File: config.mk
export PLATFORM = sky130hd
export DESIGN_NAME = frame_count_display
export DESIGN_NICKNAME = d
export VERILOG_FILES = /design/src/source/camera_pkg.sv /design/src/source/frame_count_display.sv
export SDC_FILE = /design/constraint.sdc
export NUM_CORES = 1
export LEC_CHECK = 0
export BUFFER_PORTS_ARGS = -buffer_cell sky130_fd_sc_hd__buf_2
export CAP_MARGIN = 20
export CORE_AREA = 2 2 77 79
export DETAILED_ROUTE_END_ITERATION = 16
export DIE_AREA = 0 0 79 81
export PLACE_DENSITY = 0.67
export SETUP_SLACK_MARGIN = 0.2
export SLEW_MARGIN = 20
export SYNTH_ARGS = -nofsm -noshare
export SYNTH_HDL_FRONTEND = slang
export SYNTH_SLANG_ARGS = --single-unit
File: constraint.sdc
create_clock -name vclk -period 1.25
set_input_delay 0.125 -clock vclk [all_inputs]
set_output_delay 0.125 -clock vclk [all_outputs]
set_load 0.02 [all_outputs]
File: src/source/camera_pkg.sv
`default_nettype none

// ==========================================================================
// Widths and pixel types for the D5M camera path
// ==========================================================================

package camera_pkg;

	// Raw sensor sample
	localparam int RAW_BITS   = 12;
	// Channel width stored in the frame buffer, top bits kept
	localparam int CHAN_BITS  = 10;
	localparam int WORD_BITS  = 16;
	localparam int COORD_BITS = 16;
	localparam int FRAME_BITS = 32;

	// Seven-segment display
	localparam int SEG_BITS   = 7;
	localparam int NUM_DIGITS = 8;

	typedef logic [RAW_BITS-1:0]   raw_pixel_t;
	typedef logic [COORD_BITS-1:0] coord_t;
	// Full precision colour channel between demosaic and packer
	typedef logic [RAW_BITS-1:0]   chan_t;
	typedef logic [WORD_BITS-1:0]  word_t;

endpackage

`default_nettype wire
File: src/source/frame_count_display.sv
`timescale 1ns/100ps
`default_nettype none

module frame_count_display import camera_pkg::*;
(
	input  wire  [FRAME_BITS-1:0]                i_frame_count,
	output logic [NUM_DIGITS-1:0][SEG_BITS-1:0] o_hex
);

	// Active low, segment a in bit 0
	function automatic logic [SEG_BITS-1:0] hex_to_seg(input logic [3:0] nibble);
		logic [SEG_BITS-1:0] seg;
		case (nibble)
			4'h0: seg = 7'b1000000;
			4'h1: seg = 7'b1111001;
			4'h2: seg = 7'b0100100;
			4'h3: seg = 7'b0110000;
			4'h4: seg = 7'b0011001;
			4'h5: seg = 7'b0010010;
			4'h6: seg = 7'b0000010;
			4'h7: seg = 7'b1111000;
			4'h8: seg = 7'b0000000;
			4'h9: seg = 7'b0010000;
			4'ha: seg = 7'b0001000;
			4'hb: seg = 7'b0000011;
			4'hc: seg = 7'b1000110;
			4'hd: seg = 7'b0100001;
			4'he: seg = 7'b0000110;
			default: seg = 7'b0001110;
		endcase
		return seg;
	endfunction

	// Digit n shows nibble n
	always_comb
	begin
		for (int n = 0; n < NUM_DIGITS; n++)
		begin
			o_hex[n] = hex_to_seg(i_frame_count[4*n +: 4]);
		end
	end

endmodule

`default_nettype wire

; Word level (Yosys, flattened, before mapping)
; Memory sizes are Yosys's and may differ from the RTL's.
; Index checks and enable logic that the tools add are counted.
[word_totals]
rom_bits = 896
out_inout_bits = 56
mem_count = 8
regBits = 0
elab_cells = 8
inputBits = 32
[mem_list]
columns = name, words, width, read_ports, rd_ports_with_merged_regs, wr, line
row1 = (name not given), 16, 7, 1, 0, 0, frame_count_display.sv:13  ; case (nibble)
row2 = (name not given), 16, 7, 1, 0, 0, frame_count_display.sv:13
row3 = (name not given), 16, 7, 1, 0, 0, frame_count_display.sv:13
row4 = (name not given), 16, 7, 1, 0, 0, frame_count_display.sv:13
row5 = (name not given), 16, 7, 1, 0, 0, frame_count_display.sv:13
row6 = (name not given), 16, 7, 1, 0, 0, frame_count_display.sv:13
row7 = 2 more memories, -, -, -, -, -, -

; Logic depth before layout (Yosys ltp)
; An unclocked memory read counts as a cell.
[logic_depth]
word_depth = 1
mapped_depth = 5
ltp_nobuf = 5

; Worst setup path after synthesis
; Ideal clock, no wire load.
[synth_path]
kind = input to output
startpoint = input i_frame_count[5]
endpoint = output o_hex[10] (netlist name)
path_slack_ps = 45
stages = 4
path_buffers = 0
t_required_ps = 1125
arrival_ps = 1080
path_cell_list = inv_1 -> ha_1 -> inv_1 -> mux4_1
[synth_rtl]
columns = element, line
row1 = "start, declared", frame_count_display.sv:6  ; input wire [FRAME_BITS-1:0] i_frame_count,
row2 = "end, declared", frame_count_display.sv:7  ; output logic [NUM_DIGITS-1:0][SEG_BITS-1:0] o_hex

==> results.sh <==
export IMPL_die_w_um=79
export IMPL_ys_types=30
export IMPL_critPathLaunchType="input port"
export IMPL_nets=512
export IMPL_remaining_drc_errors=0
export IMPL_cp_end_kind="primary output"
export IMPL_status="finished with violations"
export IMPL_required_ns=1.12
export IMPL_seq_area_um2=0
export IMPL_drive_above_1_share_pct=77.7
export IMPL_syn_num_nets=342
export IMPL_place_ws_ns=-0.174
export IMPL_hold_class="input port to primary output"
export IMPL_netlist_instances=254
export IMPL_critPathArrivalTime_ns=1.20
export IMPL_ys_warnings_count=0
export IMPL_tns_ns=-0.547
export IMPL_report_final_slew_viol_count=0
export IMPL_clkbuf_count=0
export IMPL_crit_family="multiplexers"
export IMPL_grt_total_usage_pct=22.0
export IMPL_setup_viol=19
export IMPL_ys_seq_area_share_pct=0
export IMPL_syn_to_final_growth_pct=132
export IMPL_core_area_um2=5680
export IMPL_wl_met2_um=5200
export IMPL_ir_worst_vdd_mv=0.287
export IMPL_slowest_stage="mux4_2"
export IMPL_wl_um=9130
export IMPL_violations="setup timing"
export IMPL_hold_slack_ns=0.580
export IMPL_maxCapViolCount=0
export IMPL_p_leak_nw=2.27
export IMPL_avgViaCountPerCell=5.28
export IMPL_final_hold_viol_count=0
export IMPL_slowest_delay_ns=0.48
export IMPL_critPathMaxFanout=4
export IMPL_drtIter0Drc=42
export IMPL_timing_final_ws_setup_ns=-0.0722
export IMPL_drt_met1_wl_um=3360
export IMPL_cellPowerDensity_nw_per_um2=412
export IMPL_hpwl_um=4490
export IMPL_hp_start="i_frame_count[2]"
export IMPL_grt_max_degree=13
export IMPL_num_vias=2625
export IMPL_wl_per_cell_um=18.4
export IMPL_cp_cell_sequence="buf_12 -> inv_12 -> ha_4 -> inv_2 -> mux4_2 -> buf_6"
export IMPL_period_share_pct=106
export IMPL_wl_met3_um=303
export IMPL_fillers=261
export IMPL_crit_buf_inv=4
export IMPL_die_area_um2=6400
export IMPL_dr_max_layer_used="met4"
export IMPL_boundaryPins=88
export IMPL_drtPass1Iterations=4
export IMPL_min_to="o_hex[0]"
export IMPL_antenna_found_initial=0
export IMPL_syn_avg_cell_area_um2=8.50
export IMPL_postRouteAntennaNets=0
export IMPL_min_period_ns=1.32
export IMPL_rows=28
export IMPL_worst_pin_slew_ns=0.355
export IMPL_start_util_pct=38.0
export IMPL_final_util_pct=88.1
export IMPL_hold_buffers=0
export IMPL_die_h_um=81
export IMPL_fmax_mhz=756
export IMPL_n_antenna_cell=0
export IMPL_place_congestion=0.789
export IMPL_gr_total_overflow=0
export IMPL_rsz0062_at_grt="true"
export IMPL_seq_cells=0
export IMPL_worstHoldPathCells=3
export IMPL_grt_pass1_wl_um=11700
export IMPL_grt_pass1_vias=2523
export IMPL_max_slew_margin_pct=76.3
export IMPL_critPathKind="input port to primary output"
export IMPL_port_buffers=88
export IMPL_synthesis_area_um2=2160
what timing repair did:
action,in CTS,in global routing
buffers inserted,18,14
resized for setup,239,110
pin swaps,46,42
endpoints found under the setup margin,56,55
power breakdown:
group / internal, W / total (W) / switching, W
combinational: 0.00109 / 0.00206 / 0.000970
sequential: 0 / 0 / 0
clock: 0 / 0 / 0
total: 0.00109 / 0.00206 / 0.000970
per-stage QoR:
stage	cells	area (um^2)	total power (W)
final	497	5000	0.00206
after CTS	483	4390	0.00171
after floorplan	254	2440	0.000801
after detailed placement	465	3330	0.00130
after global placement	465	3330	0.00127
after global routing	497	5000	0.00216
how the worst max path moves through the flow:
stage                            from        end  depth (start not counted)
CTS                 i_frame_count[12]  o_hex[24]                          6
detailed placement  i_frame_count[20]  o_hex[38]                          6
global route        i_frame_count[17]  o_hex[31]                          6
global placement    i_frame_count[20]  o_hex[38]                          6
floorplan            i_frame_count[5]  o_hex[10]                          4
finish              i_frame_count[16]  o_hex[31]                          6
synth_stat cells:
master	count	share of area [%]
ha_1	56	32
mux2i_1	29	13
nor2_1	26	4.5
inv_1	25	4.3
o21ai_0	14	3.2
a22o_1	12	4.9
nand2_1	9	1.6
nor2b_1	8	2.3
a32o_1	7	3.2
buf_2	7	1.6
or3b_1	7	2.8
a21oi_1	5	1.2
buf_6	5	2.6
mux2_1	5	2.6
mux4_1	5	6.1
nor2_2	5	1.4
o21ai_1	5	1.2
o31ai_1	5	1.7
mux2_2	3	1.6
mux4_2	3	3.1
and2_1	2	0.58
buf_4	2	0.70
nand2b_1	2	0.58
clkbuf_1	1	0.17
nand3_1	1	0.23
o211ai_1	1	0.35
o22ai_1	1	0.29
o2bb2ai_1	1	0.41
o31a_1	1	0.41
or3_1	1	0.29
cells in the final DEF (no fill, tap or decap), types with 5 or more instances in the layout:
cell type | Yosys | final
buf_6 | 5 | 72
buf_4 | 2 | 70
ha_4 | 0 | 43
mux2i_1 | 29 | 24
buf_12 | 0 | 22
nor2_1 | 26 | 17
buf_2 | 7 | 14
a22o_1 | 12 | 12
nor2_2 | 5 | 12
o21ai_1 | 5 | 9
inv_8 | 0 | 8
mux4_2 | 3 | 8
mux2_4 | 0 | 8
inv_12 | 0 | 7
inv_2 | 0 | 7
o21ai_2 | 0 | 7
ha_1 | 56 | 7
nor2b_4 | 0 | 6
nand2_1 | 9 | 6
a32o_2 | 0 | 6
ha_2 | 0 | 6
mux2i_2 | 0 | 5
per-layer routing:
metal | vias to the layer above | global-route usage, %
met5 | - | 0
met4 | 0 | 3.28
met3 | 26 | 0.778
met2 | 87 | 46.7
met1 | 1269 | 24.2
li1 | 1243 | -
logic make-up (layout without fill, tap and decap cells):
family | Yosys count | in the layout | synth area share (%)
AOI/OAI and AO/OA | 52 | 52 | 16.9
and+or+nand+nor | 61 | 61 | 14.4
buffers and inverters | 40 | 208 | 9.45
muxes | 45 | 45 | 26.8
adders and majority gates | 56 | 56 | 32.5
cell type report:
type                       count  area, um^2  area share (%)
tap                           75        93.8            1.88
multi-input combinational    214        2750            55.0
inverter                      25         256            5.13
timing repair buffer         183        1900            38.0
worst min-delay path, stage by stage:
cell and delay, ns:
buf_2 0.14, o21ai_4 0.07, buf_6 0.12
No activity file was read; power rests on OpenSTA's default activity.
