[config.mk]
export PLATFORM = sky130hd
export DESIGN_NAME = pixel_packer
export DESIGN_NICKNAME = d
export VERILOG_FILES = /design/src/source/camera_pkg.sv /design/src/source/pixel_packer.sv
export SDC_FILE = /design/constraint.sdc
export NUM_CORES = 1
export LEC_CHECK = 0
export BUFFER_PORTS_ARGS = -buffer_cell sky130_fd_sc_hd__buf_4
export CORE_ASPECT_RATIO = 1.5
export CORE_MARGIN = 10
export CORE_UTILIZATION = 30
export CTS_BUF_LIST = sky130_fd_sc_hd__clkbuf_2
export DETAILED_ROUTE_END_ITERATION = 8
export PLACE_DENSITY = 0.63
export REMOVE_ABC_BUFFERS = 1
export SLEW_MARGIN = 20
export SYNTH_ARGS = -nofsm -noshare
export SYNTH_HDL_FRONTEND = slang
export SYNTH_SLANG_ARGS = --single-unit
[constraint.sdc]
create_clock -name D5M_PIXLCLK -period 0.8 [get_ports D5M_PIXLCLK]
set_input_delay 0.16 -clock D5M_PIXLCLK [delete_from_list [all_inputs] [get_ports D5M_PIXLCLK]]
set_output_delay 0.16 -clock D5M_PIXLCLK [all_outputs]
set_load 0.01 [all_outputs]
[src/source/camera_pkg.sv]
`default_nettype none

// ==========================================================================
// Widths and pixel types for the D5M camera path
// ==========================================================================

package camera_pkg;

	// Raw sensor sample
	localparam int RAW_BITS   = 12;
	// Channel width stored in the frame buffer, top bits kept
	localparam int CHAN_BITS  = 10;
	localparam int WORD_BITS  = 16;
	localparam int COORD_BITS = 16;
	localparam int FRAME_BITS = 32;

	// Seven-segment display
	localparam int SEG_BITS   = 7;
	localparam int NUM_DIGITS = 8;

	typedef logic [RAW_BITS-1:0]   raw_pixel_t;
	typedef logic [COORD_BITS-1:0] coord_t;
	// Full precision colour channel between demosaic and packer
	typedef logic [RAW_BITS-1:0]   chan_t;
	typedef logic [WORD_BITS-1:0]  word_t;

endpackage

`default_nettype wire
[src/source/pixel_packer.sv]
`timescale 1ns/100ps
`default_nettype none

module pixel_packer import camera_pkg::*;
(
	input  wire        D5M_PIXLCLK,
	input  wire        i_reset,
	input  wire chan_t i_red,
	input  wire chan_t i_green,
	input  wire chan_t i_blue,
	input  wire        i_rgb_valid,
	output word_t      o_wr_data1,
	output word_t      o_wr_data2,
	output logic       o_wr_en
);

	localparam int HALF_BITS = CHAN_BITS / 2;

	logic [CHAN_BITS-1:0] red;
	logic [CHAN_BITS-1:0] green;
	logic [CHAN_BITS-1:0] blue;

	// Keep the top bits of each channel
	assign red   = i_red[RAW_BITS-1 -: CHAN_BITS];
	assign green = i_green[RAW_BITS-1 -: CHAN_BITS];
	assign blue  = i_blue[RAW_BITS-1 -: CHAN_BITS];

	always_ff @(posedge D5M_PIXLCLK)
	begin
		if (i_reset)
			o_wr_en <= 1'b0;
		else
			o_wr_en <= i_rgb_valid;
	end

	// Green is split over the two words
	always_ff @(posedge D5M_PIXLCLK)
	begin
		if (i_rgb_valid)
		begin
			o_wr_data1 <= {1'b0, green[CHAN_BITS-1 -: HALF_BITS], blue};
			o_wr_data2 <= {1'b0, green[HALF_BITS-1:0], red};
		end
	end

endmodule

`default_nettype wire

# Yosys cells after proc, flatten, opt, wreduce, memory -nomap -nowiden
# Cells that the tools add are included.
# word_totals
memories	0
mem_bits_ro	0
mem_bits_rw	0
out_inout_bits	33
inputBits	39
register_bits	31
latchBits	0
elab_cells	3
# classes
mux	0
div	0
n_reduce_logical	0
addsub	0
magnitude_cmp	0
shifts	0
n_eq_ne	0
bitwise	0
mul	0

# Longest topological paths before layout
# Gate-level depths: netlist (run 1).
# depth
word_depth	0
depth_mapped	1
mapped_depth_nobuf	1

# Least setup slack after synthesis (run 1)
# Ideal clock, no wire load.
# synth_path
path_type	reg-to-output
from	register o_wr_data1[0]
to	output o_wr_data1[0]
path_stages_with_launch	1
required_ns	0.640
arrival_ns	0.394
setup_slack_ns	0.246
cell_sequence	edfxtp_1
# synth_lines
item	line	rtl
start: declaration	pixel_packer.sv:12	output word_t o_wr_data1,
start signal: assignment	pixel_packer.sv:41	o_wr_data1 <= {1'b0, green[CHAN_BITS-1 -: HALF_BITS], blue};
# No word-level cell between the ends.

# Final worst setup path (run 1)
# layout_path
from	register o_wr_data1[0]
to	output o_wr_data1[0]
# No word-level cell between the ends.

==> results of run 1 <==
==> sequential cells by signal (all words and copies together), names as in the netlist <==
signal,flops
o_wr_data2,15
o_wr_en,1
o_wr_data1,15
==> through the flow <==
stage	setup TNS, ps	hold WS, ps	power [mW]	setup WS, ps	instance area (um^2)
2_1_floorplan	0	224.3	2.068	246.2	942.2
3_3_place_gp	0	330.2	2.425	80.47	1505
3_5_place_dp	0	333.8	2.442	73.11	1505
4_1_cts	-8844	162.0	3.328	-322.2	1933
5_1_grt	-10360	141.9	3.479	-366.2	1963
6_report	-7778	189.0	3.297	-286.0	1963
==> worst max-delay path by stage <==
| stage | from | end | slack, ps | cells past startpoint |
|---|---|---|---|---|
| 2_1_floorplan | o_wr_data1[0] | o_wr_data1[0] | 250 | 0 |
| 3_5_place_dp | i_rgb_valid | o_wr_data2[9] | 70 | 2 |
| 5_1_grt | o_wr_data1[1] | o_wr_data1[1] | -370 | 1 |
| 3_3_place_gp | i_rgb_valid | o_wr_data1[1] | 80 | 2 |
| 4_1_cts | o_wr_data1[1] | o_wr_data1[1] | -320 | 1 |
| 6_report | o_wr_data1[0] | o_wr_data1[0] | -290 | 1 |
==> cells by family after synthesis <==
| group | after synthesis | share of synthesized area |
|---|---|---|
| flip-flops | 31 | 0.9659 |
| other | 1 | 0.003933 |
| buffers and inverters | 2 | 0.01574 |
| AND/OR/NAND/NOR | 1 | 0.01443 |
==> layer usage <==
metal,track usage,wire length (um)
met5,0,0
met4,0.09178,65
met3,0.03639,219
met2,0.1940,1763
met1,0.08706,832
==> cell type report <==
type,instances,area share
Multi-Input combinational cell,3,0.01083
Clock buffer,6,0.01530
Clock inverter,2,0.003824
Tap cell,40,0.02549
Timing Repair Buffer,96,0.4748
Sequential cell,31,0.4697
==> Yosys cell counts <==
cell,count
edfxtp_1,30
buf_4,2
conb_1,1
dfxtp_1,1
nor2b_4,1
==> power by group through the flow <==
stage | Combinational (mW) | Sequential, mW | Clock [mW]
2_1_floorplan | 0.00847 | 2.06 | 0
3_3_place_gp | 0.441 | 1.98 | 0
3_5_place_dp | 0.449 | 1.99 | 0
4_1_cts | 0.620 | 1.97 | 0.735
5_1_grt | 0.673 | 2.00 | 0.811
6_report | 0.631 | 1.98 | 0.686
==> repair_timing <==
item,CTS,global route
hold endpoints to repair,31,0
hold buffers,31,0
gates resized for setup,22,8
pin swaps,0,0
gates cloned,0,0
setup endpoints to repair,31,31
==> metrics.md, run 1 <==
| Metric | Value |
|---|---|
| Register Area | between 900 and 1000 um^2 |
| Die area | 5880 um^2 |
| Diodes inserted | 0 |
| CP startpoint kind | register |
| Port bufs | 63 |
| Comb power frac | 0.191 |
| Slew Viols, Final | 0 |
| Largest stage delay, worst path | around 440 ps |
| Unrepaired setup endpoints after global routing | yes |
| Hold Violations, Final | 0 |
| Synth Register Bits | 31 |
| Hold path cells | 2 |
| # Post-CTS Setup Buffers | 0 |
| Hold_sp | i_rgb_valid |
| Slowest cell on the critical path | edfxtp_1 |
| Part of the power in registers | 0.601 |
| Cell taking the most area after synthesis | edfxtp_1 |
| Cell Chain, Critical Path | buf_6 |
| Worst path arrival time | ~930 ps |
| Final core occ | 0.6339 |
| Minimum clock period | about 1100 ps |
| Yosys warns | 0 |
| Final worst slack | -286.0 ps |
| Violated checks | negative setup slack |
| GRT Total Usage | 0.1062 |
| # fillers | around 230 |
| DRT antenna net count | 0 |
| Lkg Pwr | slightly above 0.8 nW |
| Max Fanout on Critical Path | 1 |
| DRT Wirelength | 2880 um |
| First-pass DRT Iterations | 2 |
| Via/cell ratio | 4.006 |
| CTS tree | yes |
| Hold crit path type | in2reg |
| FMAX | 920.8 MHz |
| Root buf cell | clkbuf_2 |
| Int Power | roughly 2.6 mW |
| WHS Endpoint | o_wr_data2[6] |
| Share of layout cells above drive strength 1 | 0.5290 |
| PD cells | 1679 nW/um^2 |
| Die Span Y | just under 90 um |
| DR WL/cell | between 15 and 20 um |
| P&R area growth vs syn | 105.9% |
| Commonest non-fill, non-tap cell in the layout | buf_4 |
| Final net count | 176 |
| Worst Path Buf+Inv | 1 |
| Num Clock Sinks | 31 |
| Clock Tree Buf Depth | 2 |
| Crit Path Class | reg2out |
| Cell variety after synth | 5 |
| Max Cap Viol | 0 |
| Status | finished, violations left |
| Syn Area/Cell | about 27 um^2 |
| GR Overflow Total | 0 |
| Core ar. | between 3000 and 4000 um^2 |
| Final setup fails | 31 |
| Synth Instances | 35 |
| Worst vdd ir | between 0.9 and 1 mV |
| CTS Buf Count | 5 |
| Clock slew at reported path FFs | between 100 and 150 ps |
| Worst Setup End Kind | output pin |
| Most frequent cells in the layout | buf_4, dlygate4sd3_1, edfxtp_1 |
| Leading post-synthesis cells by cell area | edfxtp_1, dfxtp_1, buf_4 |
| Fin crit share | 1.358 |
| Die Width | approximately 66 um |
| Clk pwr share | 0.208 |
| Antenna violations before repair | 0 |
| Initial Util | 0.3079 |
| Global-route wire length before repair | between 4000 and 5000 um |
| Synth top area share | 0.9449 |
| Kind of cell adding the most delay to the critical path | flip-flops |
| Largest net degree at the start of global routing | 17 |
| Drt initial violations | 7 |
| DR vias | between 700 and 800 |
| GPL Wtd Cong | between 0.6 and 0.7 |
| CP required | roughly 640 ps |
| Vias in the first global route | just over 800 |
| H-tree depth | 2 |
| DP Cell Count | between 100 and 150 |
| Mapped cell area | 953.4 um^2 |
| Rows | 25 |
| # DRC | 0 |
| P_sw | 738.4 uW |
| Switching Fraction | 0.2240 |
| Sequential fraction of the synthesis area | 0.9659 |
| Post-Layout Cell Count | 178 |
| I/O pins | a little over 70 |
| Area of the multi-input gates | roughly 21 um^2 |
No activity file was read; power rests on OpenSTA's default activity.
==> inputs of run 2 (changes only) <==
--- a/config.mk
+++ b/config.mk
@@ -6,7 +6,7 @@
 export NUM_CORES = 1
 export LEC_CHECK = 0
 export BUFFER_PORTS_ARGS = -buffer_cell sky130_fd_sc_hd__buf_4
-export CORE_ASPECT_RATIO = 1.5
+export CORE_ASPECT_RATIO = 0.75
 export CORE_MARGIN = 10
 export CORE_UTILIZATION = 30
 export CTS_BUF_LIST = sky130_fd_sc_hd__clkbuf_2
==> run 2 against run 1 <==
Effect of this change: the flow still finishes with violations (negative setup slack); sequential cell count unchanged; via count increased by 0.84%; first-iteration DRC count increased to 3.6 times the previous value; cell count decreased by 1.1%; clock power increased by 100%; sequential power about the same; cell area increased by 2.4%; power increased by 21%; global-route usage decreased by 0.27 points; combinational power about the same; setup slack got worse by 1.5 ps; core utilization increased by 3.6 points; critical path type unchanged; largest cell class unchanged.
==> metrics.md, run 2 (synthesis results as in run 1) <==
| Metric | Value |
|---|---|
| Status | finished, violations left |
| Violated checks | negative setup slack |
| Core ar. | 2999 um^2 (-3.2%) |
| P&R area growth vs syn | 110.8% |
| Final setup fails | 31 (unchanged) |
| GRT Total Usage | 0.1034 (-0.002737) |
| Kind of cell adding the most delay to the critical path | flip-flops |
| Share of layout cells above drive strength 1 | 0.5435 (+0.01449) |
| Clk pwr share | 0.346 (+0.138) |
| Max Fanout on Critical Path | 1 (unchanged) |
| Crit Path Class | reg2out |
| Diodes inserted | 0 (unchanged) |
| Clock slew at reported path FFs | 160 ps (+20 ps) |
| DR WL/cell | 16.56 um (+2.4%) |
| Hold path cells | 2 (unchanged) |
| Drt initial violations | 25 (+18) |
| # DRC | 0 (unchanged) |
| Pwr Total | 3.985 mW (+21%) |
| P_sw | 780.6 uW (+5.7%) |
| Die Span Y | 68.82 um (-23%) |
| Cell Chain, Critical Path | buf_6 |
| DRT Wirelength | 2915 um (+1.2%) |
| Largest stage delay, worst path | 440 ps (about the same) |
| Slowest cell on the critical path | edfxtp_1 |
| DR vias | 719 (+0.84%) |
| Commonest non-fill, non-tap cell in the layout | buf_4 |
| Int Power | 3.204 mW (+25%) |
| First-pass DRT Iterations | 2 (unchanged) |
| Levels on crit path | 1 (unchanged) |
| Post-Layout Cell Count | 176 (-1.1%) |
| Port bufs | 63 (unchanged) |
| Global-route wire length before repair | 4429 um (+0.29%) |
| Final worst slack | -287.5 ps (-1.478 ps) |
| Slew Viols, Final | 0 (unchanged) |
| Root buf cell | clkbuf_2 |
| Num Clock Sinks | 31 (unchanged) |
| Via/cell ratio | 4.085 (+2.0%) |
| Switching Fraction | 0.1959 (-0.02807) |
| Lkg Pwr | 0.8550 nW (+2.9%) |
| Max Cap Viol | 0 (unchanged) |
| Worst vdd ir | 1.150 mV (+22%) |
| Worst Setup End Kind | output pin |
| Most frequent cells in the layout | buf_4, dlygate4sd3_1, edfxtp_1 |
| Largest net degree at the start of global routing | 20 (+3) |
| Hold Violations, Final | 0 (unchanged) |
| Fin crit share | 1.359 (+0.001847) |
| Hold crit path type | in2reg |
| Largest registers | o_wr_data1 (15), o_wr_data2 (15), o_wr_en (1) |
| Clock Tree Buf Depth | 2 (unchanged) |
| CP startpoint kind | register |
| H-tree depth | 2 (unchanged) |
| CP required | 640 ps (about the same) |
| GPL Wtd Cong | 0.6416 (-5.2%) |
| Comb power frac | 0.158 (-0.033) |
| DRT antenna net count | 0 (unchanged) |
| Unrepaired setup endpoints after global routing | yes |
| Rows | 17 (-32%) |
| I/O pins | 72 (unchanged) |
| Part of the power in registers | 0.496 (-0.105) |
| # fillers | 208 (-11%) |
| Die area | 5856 um^2 (-0.40%) |
| Worst path arrival time | 930 ps (about the same) |
| Minimum clock period | 1088 ps (+1.478 ps) |
| Initial Util | 0.3179 (+0.01002) |
| Worst Path Buf+Inv | 1 (unchanged) |
| CTS Buf Count | 5 (unchanged) |
| FMAX | 919.5 MHz (-0.14%) |
| Die Width | 85.10 um (+29%) |
| Vias in the first global route | 835 (+1.1%) |
| Antenna violations before repair | 0 (unchanged) |
| PD cells | 1983 nW/um^2 (+18%) |
| Final net count | 176 (unchanged) |
| DP Cell Count | 137 (-1.4%) |
| GR Overflow Total | 0 (unchanged) |
| CTS tree | yes |
-- run 2: cell types whose count changed in the layout (fill, tap and decap cells not counted) --
| cell | delta |
|---|---|
| bufinv_16 | +2 |
| buf_6 | -1 |
| clkinv_1 | -2 |
| buf_4 | +1 |
-- run 2: per-stage QoR --
stage               setup WS, ps  cell area [um^2]  TNS [ps]  hold slack, ps  utilization
floorplan                  246.2             942.2         0           224.3            -
global placement           66.91              1503         0           331.3       0.5010
detailed placement         61.65              1503         0           339.3       0.5010
CTS                       -310.6              1998     -8837           152.0       0.6662
global route              -378.0              2009    -10410           123.5       0.6700
finish                    -287.5              2009     -7806           179.0       0.6700
-- run 2: per-layer routing --
metal	vias to the layer above	part of all wire	routed length, um	GRT usage
met3	4	0.13	390	0.07377
li1	334	-	-	-
met2	42	0.53	1546	0.1800
met4	0	0.011	32	0.04918
met1	339	0.32	946	0.09110
met5	-	0	0	0
-- run 2: final cells by class --
cell class	count	area [um^2]	share of cell area
Timing Repair Buffer	96	928.4	0.4620
Sequential cell	31	922.1	0.4589
Clock inverter	2	60.06	0.02989
Tap cell	38	47.55	0.02366
Clock buffer	6	30.03	0.01494
Multi-Input combinational cell	3	21.27	0.01059
-- run 2: power by group through the flow --
stage	Combinational, mW	Sequential (mW)	Clock, mW
floorplan	0.00847	2.06	0
global route	0.672	1.99	1.51
global placement	0.441	1.98	0
detailed placement	0.448	1.99	0
CTS	0.627	1.98	1.41
finish	0.629	1.98	1.38
-- run 2: path summary, 6_finish.rpt --
check	start	to	slack (ps)
worst max-delay path	o_wr_data2[10]	o_wr_data2[10]	-290
worst min-delay path	i_rgb_valid	o_wr_data1[11]	180
-- run 2: repair_timing --
item,in CTS,in global routing
endpoints found under the setup margin,31,31
hold endpoints to repair,31,0
resized for setup,26,3
buffers inserted,0,0
hold buffers,31,0
pin swaps,0,0
==> inputs of run 3 (changes only) <==
--- a/config.mk
+++ b/config.mk
@@ -11,7 +11,7 @@
 export CORE_UTILIZATION = 30
 export CTS_BUF_LIST = sky130_fd_sc_hd__clkbuf_2
 export DETAILED_ROUTE_END_ITERATION = 8
-export PLACE_DENSITY = 0.63
+export PLACE_DENSITY = 0.64
 export REMOVE_ABC_BUFFERS = 1
 export SLEW_MARGIN = 20
 export SYNTH_ARGS = -nofsm -noshare
==> run 3 against run 2 <==
Effect of this change: the run still ends with negative setup slack left; clock power decreased by 47%; clock-buffer cell count unchanged; highest routed layer unchanged; sequential power about the same; global-route usage is 0.21 points higher; setup slack lost 32 ps; core utilization fell by 0.92 points; non-clock buffer count grew 1; power down 16%; die area stayed put; first-iteration DRC count down 8.0%; hold slack worse by 28 ps; critical endpoint is now o_wr_data2[12]; via count rose by 0.97%.
==> metrics.md, run 3 (synthesis results as in run 1) <==
| Metric | Value |
|---|---|
| Clock Tree Buf Depth | 2 (unchanged) |
| Drt initial violations | 23 (-8.0%) |
| I/O pins | 72 (unchanged) |
| Hold Violations, Final | 0 (unchanged) |
| GR Overflow Total | 0 (unchanged) |
| Switching Fraction | 0.2341 (+0.03820) |
| Worst vdd ir | 1.155 mV (+0.45%) |
| Most frequent cells in the layout | buf_4, dlygate4sd3_1, edfxtp_1 |
| Worst Setup End Kind | output pin |
| Antenna violations before repair | 0 (unchanged) |
| H-tree depth | 2 (unchanged) |
| Cell Chain, Critical Path | buf_6 |
| CP required | 640 ps (about the same) |
| Max Fanout on Critical Path | 1 (unchanged) |
| Share of layout cells above drive strength 1 | 0.5396 (-0.003910) |
| Lkg Pwr | 0.8429 nW (-1.4%) |
| GPL Wtd Cong | 0.6354 (-0.97%) |
| P_sw | 786.2 uW (+0.71%) |
| # Post-CTS Setup Buffers | 0 (unchanged) |
| Status | finished, violations left |
| DRT Wirelength | 2949 um (+1.2%) |
| Pre-CTS setup slack | 63.42 ps (+1.775 ps) |
| Num Clock Sinks | 31 (unchanged) |
| GRT Total Usage | 0.1056 (+0.002106) |
| First-pass DRT Iterations | 3 (+1) |
| Rows | 17 (unchanged) |
| Slowest cell on the critical path | edfxtp_1 |
| Comb power frac | 0.193 (+0.035) |
| Clock slew at reported path FFs | 160 ps (about the same) |
| DRT antenna net count | 0 (unchanged) |
| Part of the power in registers | 0.588 (+0.092) |
| # DRC | 0 (unchanged) |
| DR WL/cell | 16.66 um (+0.59%) |
| Unrepaired setup endpoints after global routing | yes |
| CTS tree | yes |
| Setup_tns | -8455 ps (-648.1 ps) |
| Initial Util | 0.3179 (unchanged) |
| DR vias | 726 (+0.97%) |
| Crit Path Class | reg2out |
| Final core occ | 0.6608 (-0.009178) |
| Global-route wire length before repair | 4478 um (+1.1%) |
| Port bufs | 63 (unchanged) |
| Commonest non-fill, non-tap cell in the layout | buf_4 |
| Dpl hpwl | 1991 um |
| Worst Path Buf+Inv | 1 (unchanged) |
| Fin crit share | 1.399 (+0.03993) |
| Max Cap Viol | 0 (unchanged) |
| # fillers | 207 (-0.48%) |
| Hold crit path type | in2reg |
| Die Width | 85.10 um (unchanged) |
| Die area | 5856 um^2 (unchanged) |
| Minimum clock period | 1119 ps (+31.94 ps) |
| Area of the multi-input gates | 21.27 um^2 (unchanged) |
| P&R area growth vs syn | 107.9% |
| Largest stage delay, worst path | 440 ps (about the same) |
| Die Span Y | 68.82 um (unchanged) |
| Register Area | 922.1 um^2 (unchanged) |
| Diodes inserted | 0 (unchanged) |
| Violated checks | negative setup slack |
| Final net count | 177 (+0.57%) |
| CTS Buf Count | 5 (unchanged) |
| Root buf cell | clkbuf_2 |
| Int Power | 2.572 mW (-20%) |
| Core ar. | 2999 um^2 (unchanged) |
| Slew Viols, Final | 0 (unchanged) |
| Largest registers | o_wr_data1 (15), o_wr_data2 (15), o_wr_en (1) |
| Clk pwr share | 0.219 (-0.127) |
| Largest net degree at the start of global routing | 13 (-35%) |
| Via/cell ratio | 4.102 (+0.40%) |
| FMAX | 893.3 MHz (-2.9%) |
| Vias in the first global route | 836 (+0.12%) |
| PD cells | 1694 nW/um^2 (-15%) |
| CP startpoint kind | register |
| Kind of cell adding the most delay to the critical path | flip-flops |
| Worst path arrival time | 960 ps (+30 ps) |
| Final worst slack | -319.5 ps (-31.94 ps) |
| Final setup fails | 31 (unchanged) |
==> run 3: layout make-up <==
type | instances | share of cell area
Sequential cell | 31 | 0.4653
Clock buffer | 6 | 0.01515
Timing Repair Buffer | 97 | 0.4804
Tap cell | 38 | 0.02399
Multi-Input combinational cell | 3 | 0.01073
Clock inverter | 2 | 0.004419
==> run 3: power groups by stage <==
stage	sequential (mW)	clock, mW	combinational, mW
floorplan	2.06	0	0.00847
global placement	1.98	0	0.453
detailed placement	1.99	0	0.461
CTS	1.97	0.753	0.635
global route	1.99	0.840	0.691
finish	1.98	0.735	0.647
==> run 3: final timing paths <==
check,cells past startpoint,end,slack (ps),from
max,1,o_wr_data2[12],-320,o_wr_data2[12]
min,2,o_wr_data2[0],150,i_rgb_valid
==> run 3: repair_timing <==
item                       4_1_cts  5_1_grt
resized for setup               24        6
hold endpoints to repair        31        0
setup endpoints to repair       31       31
hold buffers                    31        0
==> run 3: through the flow <==
step	power, mW	cells	hold WS (ps)	instance area [um^2]
6_report	3.358	177	151.0	1982
3_5_place_dp	2.452	138	333.6	1523
4_1_cts	3.361	177	134.8	1959
2_1_floorplan	2.068	34	224.3	942.2
3_3_place_gp	2.437	138	331.9	1523
5_1_grt	3.521	177	116.0	1982
==> run 3: per-layer routing <==
metal | vias to the layer above | track usage | wire (um)
met2 | 45 | 0.1772 | 1459
li1 | 337 | - | -
met3 | 10 | 0.07963 | 422
met5 | - | 0 | 0
met4 | 0 | 0.06762 | 70
met1 | 334 | 0.08934 | 997
