[config.mk]
export PLATFORM = sky130hd
export DESIGN_NAME = ccd_capture
export DESIGN_NICKNAME = d
export VERILOG_FILES = /design/src/source/camera_pkg.sv /design/src/source/ccd_capture.sv
export SDC_FILE = /design/constraint.sdc
export NUM_CORES = 1
export LEC_CHECK = 0
export BUFFER_PORTS_ARGS = -buffer_cell sky130_fd_sc_hd__buf_4
export CORE_ASPECT_RATIO = 0.75
export CORE_MARGIN = 10
export CORE_UTILIZATION = 54
export DETAILED_ROUTE_END_ITERATION = 16
export GPL_TIMING_DRIVEN = 0
export PLACE_DENSITY = 0.79
export SYNTH_ARGS = -nofsm -noshare
export SYNTH_HDL_FRONTEND = slang
export SYNTH_SLANG_ARGS = --single-unit
[constraint.sdc]
create_clock -name D5M_PIXLCLK -period 2.7 [get_ports D5M_PIXLCLK]
set_input_delay 0.27 -clock D5M_PIXLCLK [delete_from_list [all_inputs] [get_ports D5M_PIXLCLK]]
set_output_delay 0.27 -clock D5M_PIXLCLK [all_outputs]
set_load 0.02 [all_outputs]
[src/source/camera_pkg.sv]
`default_nettype none

// ==========================================================================
// Widths and pixel types for the D5M camera path
// ==========================================================================

package camera_pkg;

	// Raw sensor sample
	localparam int RAW_BITS   = 12;
	// Channel width stored in the frame buffer, top bits kept
	localparam int CHAN_BITS  = 10;
	localparam int WORD_BITS  = 16;
	localparam int COORD_BITS = 16;
	localparam int FRAME_BITS = 32;

	// Seven-segment display
	localparam int SEG_BITS   = 7;
	localparam int NUM_DIGITS = 8;

	typedef logic [RAW_BITS-1:0]   raw_pixel_t;
	typedef logic [COORD_BITS-1:0] coord_t;
	// Full precision colour channel between demosaic and packer
	typedef logic [RAW_BITS-1:0]   chan_t;
	typedef logic [WORD_BITS-1:0]  word_t;

endpackage

`default_nettype wire
[src/source/ccd_capture.sv]
`timescale 1ns/100ps
`default_nettype none

module ccd_capture import camera_pkg::*;
(
	input  wire                   D5M_PIXLCLK,
	input  wire                   i_reset,
	input  wire  raw_pixel_t      i_d5m_data,
	input  wire                   i_d5m_fval,
	input  wire                   i_d5m_lval,
	input  wire                   i_start,
	input  wire                   i_end,
	output raw_pixel_t            o_pixel,
	output logic                  o_pixel_valid,
	output coord_t                o_x,
	output coord_t                o_y,
	output logic [FRAME_BITS-1:0] o_frame_count
);

	// ======================================================================
	// Sensor pin registers
	// ======================================================================

	raw_pixel_t r_data;
	logic       r_fval;
	logic       r_lval;
	logic       r_fval_d;
	logic       r_lval_d;

	always_ff @(posedge D5M_PIXLCLK)
	begin
		r_data <= i_d5m_data;
		if (i_reset)
		begin
			r_fval   <= 1'b0;
			r_lval   <= 1'b0;
			r_fval_d <= 1'b0;
			r_lval_d <= 1'b0;
		end
		else
		begin
			r_fval   <= i_d5m_fval;
			r_lval   <= i_d5m_lval;
			r_fval_d <= r_fval;
			r_lval_d <= r_lval;
		end
	end

	// ======================================================================
	// Arm and frame gating
	// ======================================================================

	logic armed;
	logic frame_active;
	logic fval_rise;
	logic lval_fall;
	logic take_frame;
	logic take_pixel;

	assign fval_rise = r_fval && !r_fval_d;
	assign lval_fall = r_lval_d && !r_lval;

	// A frame is only taken if armed when it starts
	assign take_frame = fval_rise ? armed : frame_active;
	assign take_pixel = take_frame && r_fval && r_lval;

	always_ff @(posedge D5M_PIXLCLK)
	begin
		if (i_reset)
		begin
			armed         <= 1'b0;
			frame_active  <= 1'b0;
			o_frame_count <= '0;
		end
		else
		begin
			if (i_start)
				armed <= 1'b1;
			else if (i_end)
				armed <= 1'b0;

			// Running frame always completes, end only blocks the next one
			if (fval_rise)
				frame_active <= armed;
			else if (!r_fval)
				frame_active <= 1'b0;

			if (fval_rise && armed)
				o_frame_count <= o_frame_count + 1'b1;
		end
	end

	// ======================================================================
	// Column and line counters, pixel output
	// ======================================================================

	coord_t x_cnt;
	coord_t y_cnt;

	always_ff @(posedge D5M_PIXLCLK)
	begin
		if (i_reset)
		begin
			x_cnt         <= '0;
			y_cnt         <= '0;
			o_pixel_valid <= 1'b0;
		end
		else
		begin
			o_pixel_valid <= take_pixel;

			if (take_pixel)
				x_cnt <= x_cnt + 1'b1;
			else if (!r_lval)
				x_cnt <= '0;

			if (!r_fval)
				y_cnt <= '0;
			else if (lval_fall)
				y_cnt <= y_cnt + 1'b1;
		end
	end

	always_ff @(posedge D5M_PIXLCLK)
	begin
		if (take_pixel)
		begin
			o_pixel <= r_data;
			o_x     <= x_cnt;
			o_y     <= y_cnt;
		end
	end

endmodule

`default_nettype wire

* Word level (Yosys, flattened, before mapping)
Cells that the tools add are included.
Word-level totals: flip-flop bits (word level) 127, logic and storage cells 36
Cells by class: reductions and logical operators 9, equality and inequality tests 2, bitwise logic cells 1, $add $sub $neg 3, muxes and demuxes 7
Operators with widths (number):
- $add 16x1->16 const B | 2
- $add 32x1->32 const B | 1
- $mux 16 | 2
- $logic_and 1x1->1 | 5
- $mux 1 | 5
- $ne 2x1->1 const B | 2
- $logic_not 1->1 | 2
- $reduce_bool 2->1 | 1
- $reduce_or 2->1 | 1
- $not 1->1 | 1

* Longest topological paths before layout
Gate-level depths: netlist of the first run.
depth in word-level cells 6, gate-level depth with buffers 7, mapped depth without buffers 5

* Worst setup path before layout of the first run
No wires, ideal clock.
path type reg2reg, start point register o_frame_count[0], end point register o_frame_count[20], setup time 0.121 ns, arrival time 2.117 ns, path slack 0.462 ns, cell stages (with the launch flop) 7, path through dfxtp_1 ha_1 nand4b_4 or4_4 buf_6 nor4_1 mux2_2
On the way: word-level cells in the longest chain between the ends 1
RTL lines:
- from (decl) | RTL line ccd_capture.sv:17 | output logic [FRAME_BITS-1:0] o_frame_count
- from (signal assigned) | RTL line ccd_capture.sv:89 | o_frame_count <= o_frame_count + 1'b1;
- $add 32x1->32 | RTL line ccd_capture.sv:89
Every way passes these cells. A chain may end at the register's enable or synchronous reset.

* Final worst setup path of the first run
start point register o_frame_count[0], end point register o_frame_count[30]
The elaborated chain is that of the path after synthesis.

==> impl_metrics.env, run 1 <==
export IMPL_status="complete, no violations"
export IMPL_p_comb_share_pct=2.0
export IMPL_path_cells="ha_1, nand4b_4, or4_4, buf_6, clkbuf_1, o31ai_1, a21oi_1"
export IMPL_initial_core_util_pct=55.47
export IMPL_leakage_uw=0.002270
export IMPL_regArea_sq_mm=0.002983
export IMPL_netlist_area_leader_share_pct=35.43
export IMPL_p_clk_share_pct=53.2
export IMPL_cts_reportedPaths_clkPinSlew_ps=60
export IMPL_r2r_slack_ps=350
export IMPL_setup_viol=0
export IMPL_coreArea_sq_mm=0.008454
export IMPL_grt_pass1_vias=3448
export IMPL_stdcell_area_sq_mm=0.006301
export IMPL_yosys_warnings=0
export IMPL_fin_crit_sh_pct=87.10
export IMPL_nFillCells=568
export IMPL_min_period_ps=2352
export IMPL_drc_errors=0
export IMPL_hold_class="in2reg"
export IMPL_power_net_switching_uw=875.4
export IMPL_hold_viol=0
export IMPL_htree_levels=4
export IMPL_place_hpwl_microns=7133
export IMPL_synth_seq_cells=127
export IMPL_die_height_microns=100.7
export IMPL_cts_sinks=127
export IMPL_synthTopCellsByArea="dfxtp_1 35%, edfxtp_1 28%, a21oi_1 3.8%, xor2_1 3.2%, or3_1 2.7%"
export IMPL_worst_ep_arrival_time_ps=2620
export IMPL_ys_seq_area_share_pct=63.61
export IMPL_finClkSkew_ps=5.871
export IMPL_ios=95
export IMPL_synth_top_area_cell="dfxtp_1"
export IMPL_diodes=0
export IMPL_reg2regPathDepth=7
export IMPL_end_kind="flop"
export IMPL_die_x_microns=127.6
export IMPL_antenna_found_initial=0
export IMPL_routed_via_density=5.408
export IMPL_critical_path_class="reg2reg"
export IMPL_grt_pass1_wl_microns=17420
export IMPL_final_layout_size_suffix_gt1_share_pct=24.59
export IMPL_internal_power_uw=3603
export IMPL_swShare_pct=19.55
export IMPL_avgSynthCellArea_sq_um=11.33
export IMPL_tightest_slew_ps=568.3
export IMPL_hold_depth=3
export IMPL_drtPass1Iterations=5
export IMPL_placed_cell_area_sq_mm=0.005552
export IMPL_clk_latency_ps=410
export IMPL_r2r_end="o_frame_count[30]$_SDFFE_PP0P_"
export IMPL_finalNetCount=561
export IMPL_area_growth_pct=34.36
export IMPL_hp_start="i_start"
export IMPL_ant_nets=0
export IMPL_wire_per_inst_microns=16.14
export IMPL_drv_slew=0
export IMPL_vias=3575
export IMPL_gp_congestion=0.8183
export IMPL_cts_root_buf="clkbuf_16"
export IMPL_synth_cell_types=35
export IMPL_rsz0062_at_grt="no"
export IMPL_track_usage_pct=16.83
export IMPL_grt_max_degree=43
export IMPL_crit_fanout=10
export IMPL_hold_end="armed$_SDFFE_PP0P_"
export IMPL_synth_fp_nets=435
export IMPL_p_seq_share_pct=44.7
export IMPL_syn_area_sq_mm=0.004689
export IMPL_cts_buffer_depth=2
export IMPL_ir_drop_mv=0.6259
export IMPL_drtIter0Drc=236
export IMPL_cp_slowest_cell="or4_4"
export IMPL_overflow=0
export IMPL_rows=29
export IMPL_multi_input_area_sq_mm=0.001580
export IMPL_cp_required_ps=2970
export IMPL_die_area_sq_mm=0.01285
export IMPL_max_stage_delay_ps=560
export IMPL_numCtsBuffers=17
export IMPL_fmax_mhz=425.2
export IMPL_syn_inst=414
export IMPL_routed_wl_microns=10670
export IMPL_slew_headroom_pct=62.11
export IMPL_cts_tree="done"
export IMPL_drv_cap=0
export IMPL_power_density_mw_per_mm2=710.7
export IMPL_start_kind="flop"
export IMPL_timing_rr_start="o_frame_count[0]$_SDFFE_PP0P_"
export IMPL_finalPower_uw=4478
export IMPL_port_buffer_count=94
## layout by cell type, fill, tap and decap left out, types with 3 or more instances in the layout
cell,n
xnor2_1,8
clkinv_4,3
edfxtp_1,44
ha_1,3
nand3b_1,3
o21ai_0,20
bufinv_16,4
and3_1,5
or3_1,20
nand2_1,17
xor2_1,17
nor3_1,4
or4_1,16
buf_4,94
a21oi_1,36
clkinv_2,4
mux2_2,3
nand4_1,15
clkbuf_1,14
and4_1,5
inv_1,15
nor2_1,32
nor2b_1,5
nand3_1,15
o31ai_1,14
clkbuf_16,17
dlygate4sd3_1,12
dfxtp_1,83
## power groups by stage
stage | Combinational, uW | Clock, uW | Sequential (uW)
after floorplan | 28.3 | 0 | 2050
after global placement | 74.6 | 0 | 2040
after detailed placement | 76.6 | 0 | 2040
after CTS | 91.7 | 2420 | 2000
after global routing | 99.4 | 2490 | 2000
final | 91.2 | 2380 | 2000
## worst max-delay path by stage
stage                                         from                             end  slack (ps)  depth (start not counted)
global placement                 r_fval$_SDFF_PP0_                o_x[9]$_DFFE_PP_         -60                          2
finish               o_frame_count[0]$_SDFFE_PP0P_  o_frame_count[30]$_SDFFE_PP0P_         350                          7
CTS                  o_frame_count[0]$_SDFFE_PP0P_  o_frame_count[30]$_SDFFE_PP0P_         350                          7
detailed placement   o_frame_count[0]$_SDFFE_PP0P_  o_frame_count[30]$_SDFFE_PP0P_         390                          7
global route        o_frame_count[11]$_SDFFE_PP0P_  o_frame_count[27]$_SDFFE_PP0P_         210                          6
floorplan            o_frame_count[0]$_SDFFE_PP0P_  o_frame_count[20]$_SDFFE_PP0P_         460                          6
## state kept, by name, summed over array words and instances (netlist names)
| name | count |
|---|---|
| x_cnt | 16 |
| r_lval | 1 |
| r_fval | 1 |
| armed | 1 |
| o_y | 16 |
| o_frame_count | 32 |
| o_pixel_valid | 1 |
| o_pixel | 12 |
| y_cnt | 16 |
| frame_active | 1 |
| r_data | 12 |
| r_fval_d | 1 |
| o_x | 16 |
| r_lval_d | 1 |
## cell families (layout without fill, tap and decap cells)
logic type               count (synthesis)  count (layout)  share of synthesized area [%]
XOR/XNOR                                25              25                          4.669
flip-flops                             127             127                          63.61
multiplexers                             5               5                          1.147
AND/OR/NAND/NOR                        152             152                          18.84
buffers and inverters                   32             171                          2.721
adder cells (fa/ha/maj)                  3               3                         0.8005
AO/OA/AOI/OAI                           70              70                          8.218
## synth_stat cells
cell / instances
or4_4: 1
nand4bb_1: 2
dfxtp_1: 83
or4_1: 16
xnor2_1: 8
and4_1: 5
nor3_1: 4
and4b_1: 1
and2_1: 2
a21oi_1: 36
or2_2: 1
edfxtp_1: 44
buf_6: 1
o21ai_0: 20
nand3b_1: 3
buf_1: 2
clkbuf_1: 14
nor4_1: 2
inv_1: 15
nor2b_1: 5
and3_1: 6
xor2_1: 17
ha_1: 3
nand4b_4: 1
nand3_1: 15
or4b_2: 1
o31ai_1: 14
or3_1: 20
mux2_2: 3
nand4_1: 15
nor2_1: 32
nand2_1: 17
mux2i_1: 2
and3b_1: 1
nand2b_1: 2
## per-layer routing
metal  track usage [%]  up-vias  wire length, microns
met4             6.736        0                    94
met2             25.62      112                  5112
met3             6.204       11                   732
met1             21.32     1688                  4731
met5                 0        -                     0
li1                  -     1764                     -
## stage by stage
stage / instances / hold slack, ps / util, % / setup slack (ps) / TNS, ps
2_1_floorplan: 414 / 297.7 / - / 462.4 / 0
5_1_grt: 661 / 67.91 / 74.53 / 214.7 / 0
4_1_cts: 661 / 50.60 / 74.53 / 353.5 / 0
3_3_place_gp: 616 / 375.0 / 65.41 / -56.85 / -2418
3_5_place_dp: 617 / 375.6 / 65.67 / 387.2 / 0
6_report: 661 / 65.46 / 74.53 / 348.4 / 0
## area by class of cell
class	instances	area share (%)
Clock buffer	18	6.970
Clock inverter	14	3.018
Timing Repair Buffer	107	13.42
Buffer	17	1.132
Sequential cell	127	47.34
Inverter	15	0.8936
Multi-Input combinational cell	255	25.08
Tap cell	108	2.145
## critical path: cells and delay by family (launching register included)
family	cells	cell delay, ps
AND/OR/NAND/NOR	2	710
buffers and inverters	2	430
AO/OA/AOI/OAI	2	430
flip-flops	1	420
adder cells (fa/ha/maj)	1	220
## timing repair
action                    in CTS  in global routing
hold buffers                  12                  0
hold endpoints to repair      12                  0
setup buffers                  0                  0
gates resized for setup        0                  0
No activity file was read; power rests on OpenSTA's default activity.
==> run 2, diff against run 1 <==
- BUFFER_PORTS_ARGS: -buffer_cell sky130_fd_sc_hd__buf_4 -> default
- CORE_UTILIZATION: 54 -> 60
- DONT_BUFFER_PORTS: default -> 1
- PLACE_DENSITY: 0.79 -> 0.76
==> impl_metrics.env, run 2 (synthesized netlist as in run 1, its figures left out) <==
export IMPL_status="complete, no violations"
export IMPL_stdcell_area_sq_mm=0.005587
export IMPL_diodes=0
export IMPL_cp_required_ps=3090
export IMPL_vias=3282
export IMPL_routed_wl_microns=10320
export IMPL_routed_via_density=5.819
export IMPL_initial_core_util_pct=62.81
export IMPL_drv_slew=0
export IMPL_cp_slowest_cell="or4_1"
export IMPL_placed_cell_area_sq_mm=0.004845
export IMPL_grt_pass1_vias=3131
export IMPL_wire_per_inst_microns=18.29
export IMPL_cts_reportedPaths_clkPinSlew_ps=60
export IMPL_cts_setup_buffers=0
export IMPL_drtPass1Iterations=5
export IMPL_cts_resized_gates=0
export IMPL_numCtsBuffers=17
export IMPL_tightest_slew_ps=534.4
export IMPL_port_buffer_count=0
export IMPL_overflow=0
export IMPL_min_period_ps=2569
export IMPL_max_stage_delay_ps=580
export IMPL_largest_reg_flops=32
export IMPL_cts_buffer_depth=2
export IMPL_start_kind="flop"
export IMPL_final_cell_mix="83 x dfxtp_1, 44 x edfxtp_1, 36 x a21oi_1, 32 x nor2_1"
export IMPL_cts_sinks=127
export IMPL_tns_ps=0
export IMPL_rsz0062_at_grt="no"
export IMPL_cts_tree="done"
export IMPL_ir_drop_mv=0.4996
export IMPL_grt_max_degree=25
export IMPL_fmax_mhz=389.3
export IMPL_hold_class="in2reg"
export IMPL_slew_headroom_pct=64.37
export IMPL_critical_path_class="reg2reg"
export IMPL_final_layout_size_suffix_gt1_share_pct=9.071
export IMPL_p_seq_share_pct=47.5
export IMPL_place_hpwl_microns=6971
export IMPL_rows=27
export IMPL_path_cells="nand4_1, or4_1, clkbuf_1, nor4_1, mux2_2"
export IMPL_path_buf_inv=1
export IMPL_hold_viol=0
export IMPL_finalNetCount=471
export IMPL_p_clk_share_pct=51.1
export IMPL_clk_latency_ps=500
export IMPL_coreArea_sq_mm=0.007466
export IMPL_crit_family="simple AND/OR/NAND/NOR gates"
export IMPL_setup_viol=0
export IMPL_leakage_uw=0.001804
export IMPL_worst_ep_arrival_time_ps=2960
export IMPL_cts_root_buf="clkbuf_8"
export IMPL_track_usage_pct=17.43
export IMPL_crit_fanout=10
export IMPL_gp_congestion=0.8257
export IMPL_swShare_pct=22.30
export IMPL_p_comb_share_pct=1.4
export IMPL_antenna_found_initial=0
export IMPL_final_common_cell="dfxtp_1"
export IMPL_ant_nets=0
export IMPL_area_growth_pct=19.13
export IMPL_internal_power_uw=3289
export IMPL_final_core_util_pct=74.83
export IMPL_power_net_switching_uw=943.9
export IMPL_fin_crit_sh_pct=95.14
export IMPL_finClkSkew_ps=7.026
export IMPL_drc_errors=0
export IMPL_power_density_mw_per_mm2=757.6
export IMPL_die_area_sq_mm=0.01179
export IMPL_die_height_microns=96.56
export IMPL_top_register="o_frame_count"
export IMPL_drtIter0Drc=303
export IMPL_grt_pass1_wl_microns=16220
export IMPL_finalPower_uw=4233
export IMPL_ios=95
export IMPL_end_kind="flop"
export IMPL_die_x_microns=122.1
export IMPL_htree_levels=4
export IMPL_drv_cap=0
## run 2: path summary, 6_finish.rpt
check,startpoint,to,slack (ps),cells past startpoint
setup / recovery,o_frame_count[15]$_SDFFE_PP0P_,o_frame_count[31]$_SDFFE_PP0P_,130,5
hold / removal,i_reset,o_frame_count[31]$_SDFFE_PP0P_,30,2
setup reg to reg,o_frame_count[15]$_SDFFE_PP0P_,o_frame_count[31]$_SDFFE_PP0P_,130,5
hold reg to reg,r_data[8]$_DFF_P_,o_pixel[8]$_DFFE_PP_,400,0
## run 2: per-layer routing
metal,up-vias,GRT usage (%),routed length [microns]
li1,1596,-,-
met1,1553,22.25,4612
met2,123,26.25,4752
met3,10,6.895,857
met4,0,6.849,96
met5,-,0,0
## run 2: cell type report
cell class              count  area (sq um)
clock inverters            13         117.6
plain buffers              17         71.32
repair buffers             17         187.7
multi-input cells         255          1580
well taps                 101         126.4
fillers                   497          1879
clock buffers              19         464.2
inverters                  15         56.30
flip-flops and latches    127          2983
## run 2: per-stage QoR
stage               hold WS (ps)  std cells  setup slack, ps
detailed placement         297.8        516            129.1
floorplan                  297.7        414            462.4
CTS                        19.24        564            107.5
global route               19.58        564            19.56
finish                     28.54        564            131.1
global placement           297.8        515           -110.3
## run 2: timing repair
| item | 4_1_cts | 5_1_grt |
|---|---|---|
| endpoints found under the hold margin | 15 | 0 |
| hold buffers | 16 | 0 |
| setup endpoints to repair | 0 | 0 |
## run 2: worst register-to-register path, stage by stage (launching register included)
cell,delay (ps)
dfxtp_1,550
nand4_1,260
or4_1,580
clkbuf_1,240
nor4_1,440
mux2_2,390
## run 2: power groups by stage
stage	registers (uW)	clock network, uW	logic (uW)
global placement	2050	0	37.0
finish	2010	2160	59.1
CTS	2010	2180	58.5
detailed placement	2050	0	39.6
global route	2010	2270	65.2
floorplan	2050	0	28.3
==> run 3, diff against run 2 <==
- CORE_MARGIN: 10 -> 2
==> impl_metrics.env, run 3 (synthesized netlist as in run 1, its figures left out) <==
export IMPL_leakage_uw=0.001791
export IMPL_setup_ws_ps=206.9
export IMPL_place_hpwl_microns=5967
export IMPL_hold_viol=0
export IMPL_drc_errors=0
export IMPL_crit_start="o_frame_count[16]$_SDFFE_PP0P_"
export IMPL_final_layout_size_suffix_gt1_share_pct=9.287
export IMPL_drtIter0Drc=127
export IMPL_drtPass1Iterations=5
export IMPL_cts_root_buf="clkbuf_8"
export IMPL_timing_rr_start="o_frame_count[16]$_SDFFE_PP0P_"
export IMPL_drt_met1_wl_microns=4318
export IMPL_min_period_ps=2493
export IMPL_grt_pass1_wl_microns=15520
export IMPL_nFillCells=485
export IMPL_ios=95
export IMPL_crit_end="o_frame_count[31]$_SDFFE_PP0P_"
export IMPL_cp_required_ps=3100
export IMPL_dpl_worst_slack_ps=192.8
export IMPL_final_common_cell="dfxtp_1"
export IMPL_vias=3304
export IMPL_port_buffer_count=0
export IMPL_die_height_microns=80.56
export IMPL_start_kind="flop"
export IMPL_hold_depth=2
export IMPL_area_growth_pct=18.38
export IMPL_finClkSkew_ps=11.94
export IMPL_rsz0062_at_grt="no"
export IMPL_cts_sinks=127
export IMPL_r2r_end="o_frame_count[31]$_SDFFE_PP0P_"
export IMPL_track_usage_pct=23.68
export IMPL_finalPower_uw=4164
export IMPL_wl_met3_microns=647
export IMPL_critical_path_class="reg2reg"
export IMPL_overflow=0
export IMPL_highest_layer="met4"
export IMPL_diodes=0
export IMPL_finalNetCount=471
export IMPL_htree_levels=4
export IMPL_fin_cells=564
export IMPL_crit_fanout=10
export IMPL_cts_setup_buffers=0
export IMPL_drv_slew=0
export IMPL_power_density_mw_per_mm2=750.0
export IMPL_numCtsBuffers=17
export IMPL_initial_core_util_pct=62.81
export IMPL_antenna_found_initial=0
export IMPL_worst_ep_arrival_time_ps=2890
export IMPL_die_x_microns=106.1
export IMPL_wire_per_inst_microns=16.76
export IMPL_top_register="o_frame_count"
export IMPL_placed_cells=516
export IMPL_slew_headroom_pct=64.85
export IMPL_setup_viol=0
export IMPL_ir_drop_mv=0.6194
export IMPL_drv_cap=0
export IMPL_fin_crit_sh_pct=92.34
export IMPL_die_area_sq_mm=0.008546
export IMPL_hold_class="in2reg"
export IMPL_fmax_mhz=401.1
export IMPL_tightest_slew_ps=527.3
export IMPL_cts_tree="done"
export IMPL_clk_latency_ps=520
export IMPL_final_cell_mix="83 x dfxtp_1, 44 x edfxtp_1, 36 x a21oi_1, 32 x nor2_1"
export IMPL_largest_reg_flops=32
export IMPL_reg2regPathDepth=5
export IMPL_status="complete, no violations"
export IMPL_routed_wl_microns=9454
export IMPL_rows=27
export IMPL_gp_congestion=0.8399
export IMPL_grt_max_degree=41
export IMPL_end_kind="flop"
export IMPL_ant_nets=0
export IMPL_cts_buffer_depth=2
export IMPL_wl_met2_microns=4345
export IMPL_r2r_slack_ps=210
export IMPL_cts_reportedPaths_clkPinSlew_ps=60
export IMPL_routed_via_density=5.858
export IMPL_coreArea_sq_mm=0.007466
export IMPL_grt_pass1_vias=3088
[run 3: metal layers]
| layer | track usage [%] | vias up |
|---|---|---|
| met5 | 0 | - |
| met4 | 9.079 | 0 |
| met2 | 36.52 | 124 |
| met3 | 8.117 | 14 |
| li1 | - | 1596 |
| met1 | 31.07 | 1570 |
[run 3: repair_timing]
action                                  4_1_cts  5_1_grt
hold endpoints to repair                     15        0
endpoints found under the setup margin        0        1
gates resized for setup                       0        1
hold buffers                                 16        0
[run 3: how the worst min path moves through the flow]
stage / startpoint / endpoint / slack (ps)
final: i_reset / o_frame_count[31]$_SDFFE_PP0P_ / 30
after global routing: i_reset / o_frame_count[31]$_SDFFE_PP0P_ / 50
after CTS: i_reset / o_frame_count[31]$_SDFFE_PP0P_ / 20
after detailed placement: i_d5m_data[1] / r_data[1]$_DFF_P_ / 300
after global placement: i_d5m_data[6] / r_data[6]$_DFF_P_ / 300
after floorplan: i_d5m_data[0] / r_data[0]$_DFF_P_ / 300
[run 3: layout make-up]
cell class                      instances  area, sq um  share of cell area (%)
Clock inverter                         15        133.9                   2.412
Buffer                                 17        71.32                   1.285
Sequential cell                       127         2983                   53.73
Multi-Input combinational cell        255         1587                   28.58
Timing Repair Buffer                   17        180.2                   3.245
Tap cell                              101        126.4                   2.276
Inverter                               15        56.30                   1.014
Clock buffer                           17        414.1                   7.460
[run 3: power by group]
| group | internal (uW) | total (uW) | leakage, uW | switching (uW) |
|---|---|---|---|---|
| logic | 26.3 | 57.9 | 0.000497 | 31.7 |
| clock network | 1170 | 2090 | 0.000268 | 925 |
| registers | 1990 | 2010 | 0.00103 | 20.8 |
[run 3: metrics by stage]
step                      cell area [sq um]  utilization [%]  TNS, ps  hold slack [ps]
after floorplan                        4690                -        0            297.7
after global placement                 4816            64.50    -3380            297.8
after detailed placement               4837            64.79        0            297.8
after CTS                              5545            74.28        0            16.17
after global routing                   5552            74.36        0            52.67
final                                  5552            74.36        0            27.32
[run 3: worst max-delay path, cell delays in order, from the launching register on]
cell	delay (ps)
dfxtp_1	530
nand4_1	230
or4_1	580
clkbuf_1	240
nor4_2	410
mux2_2	370
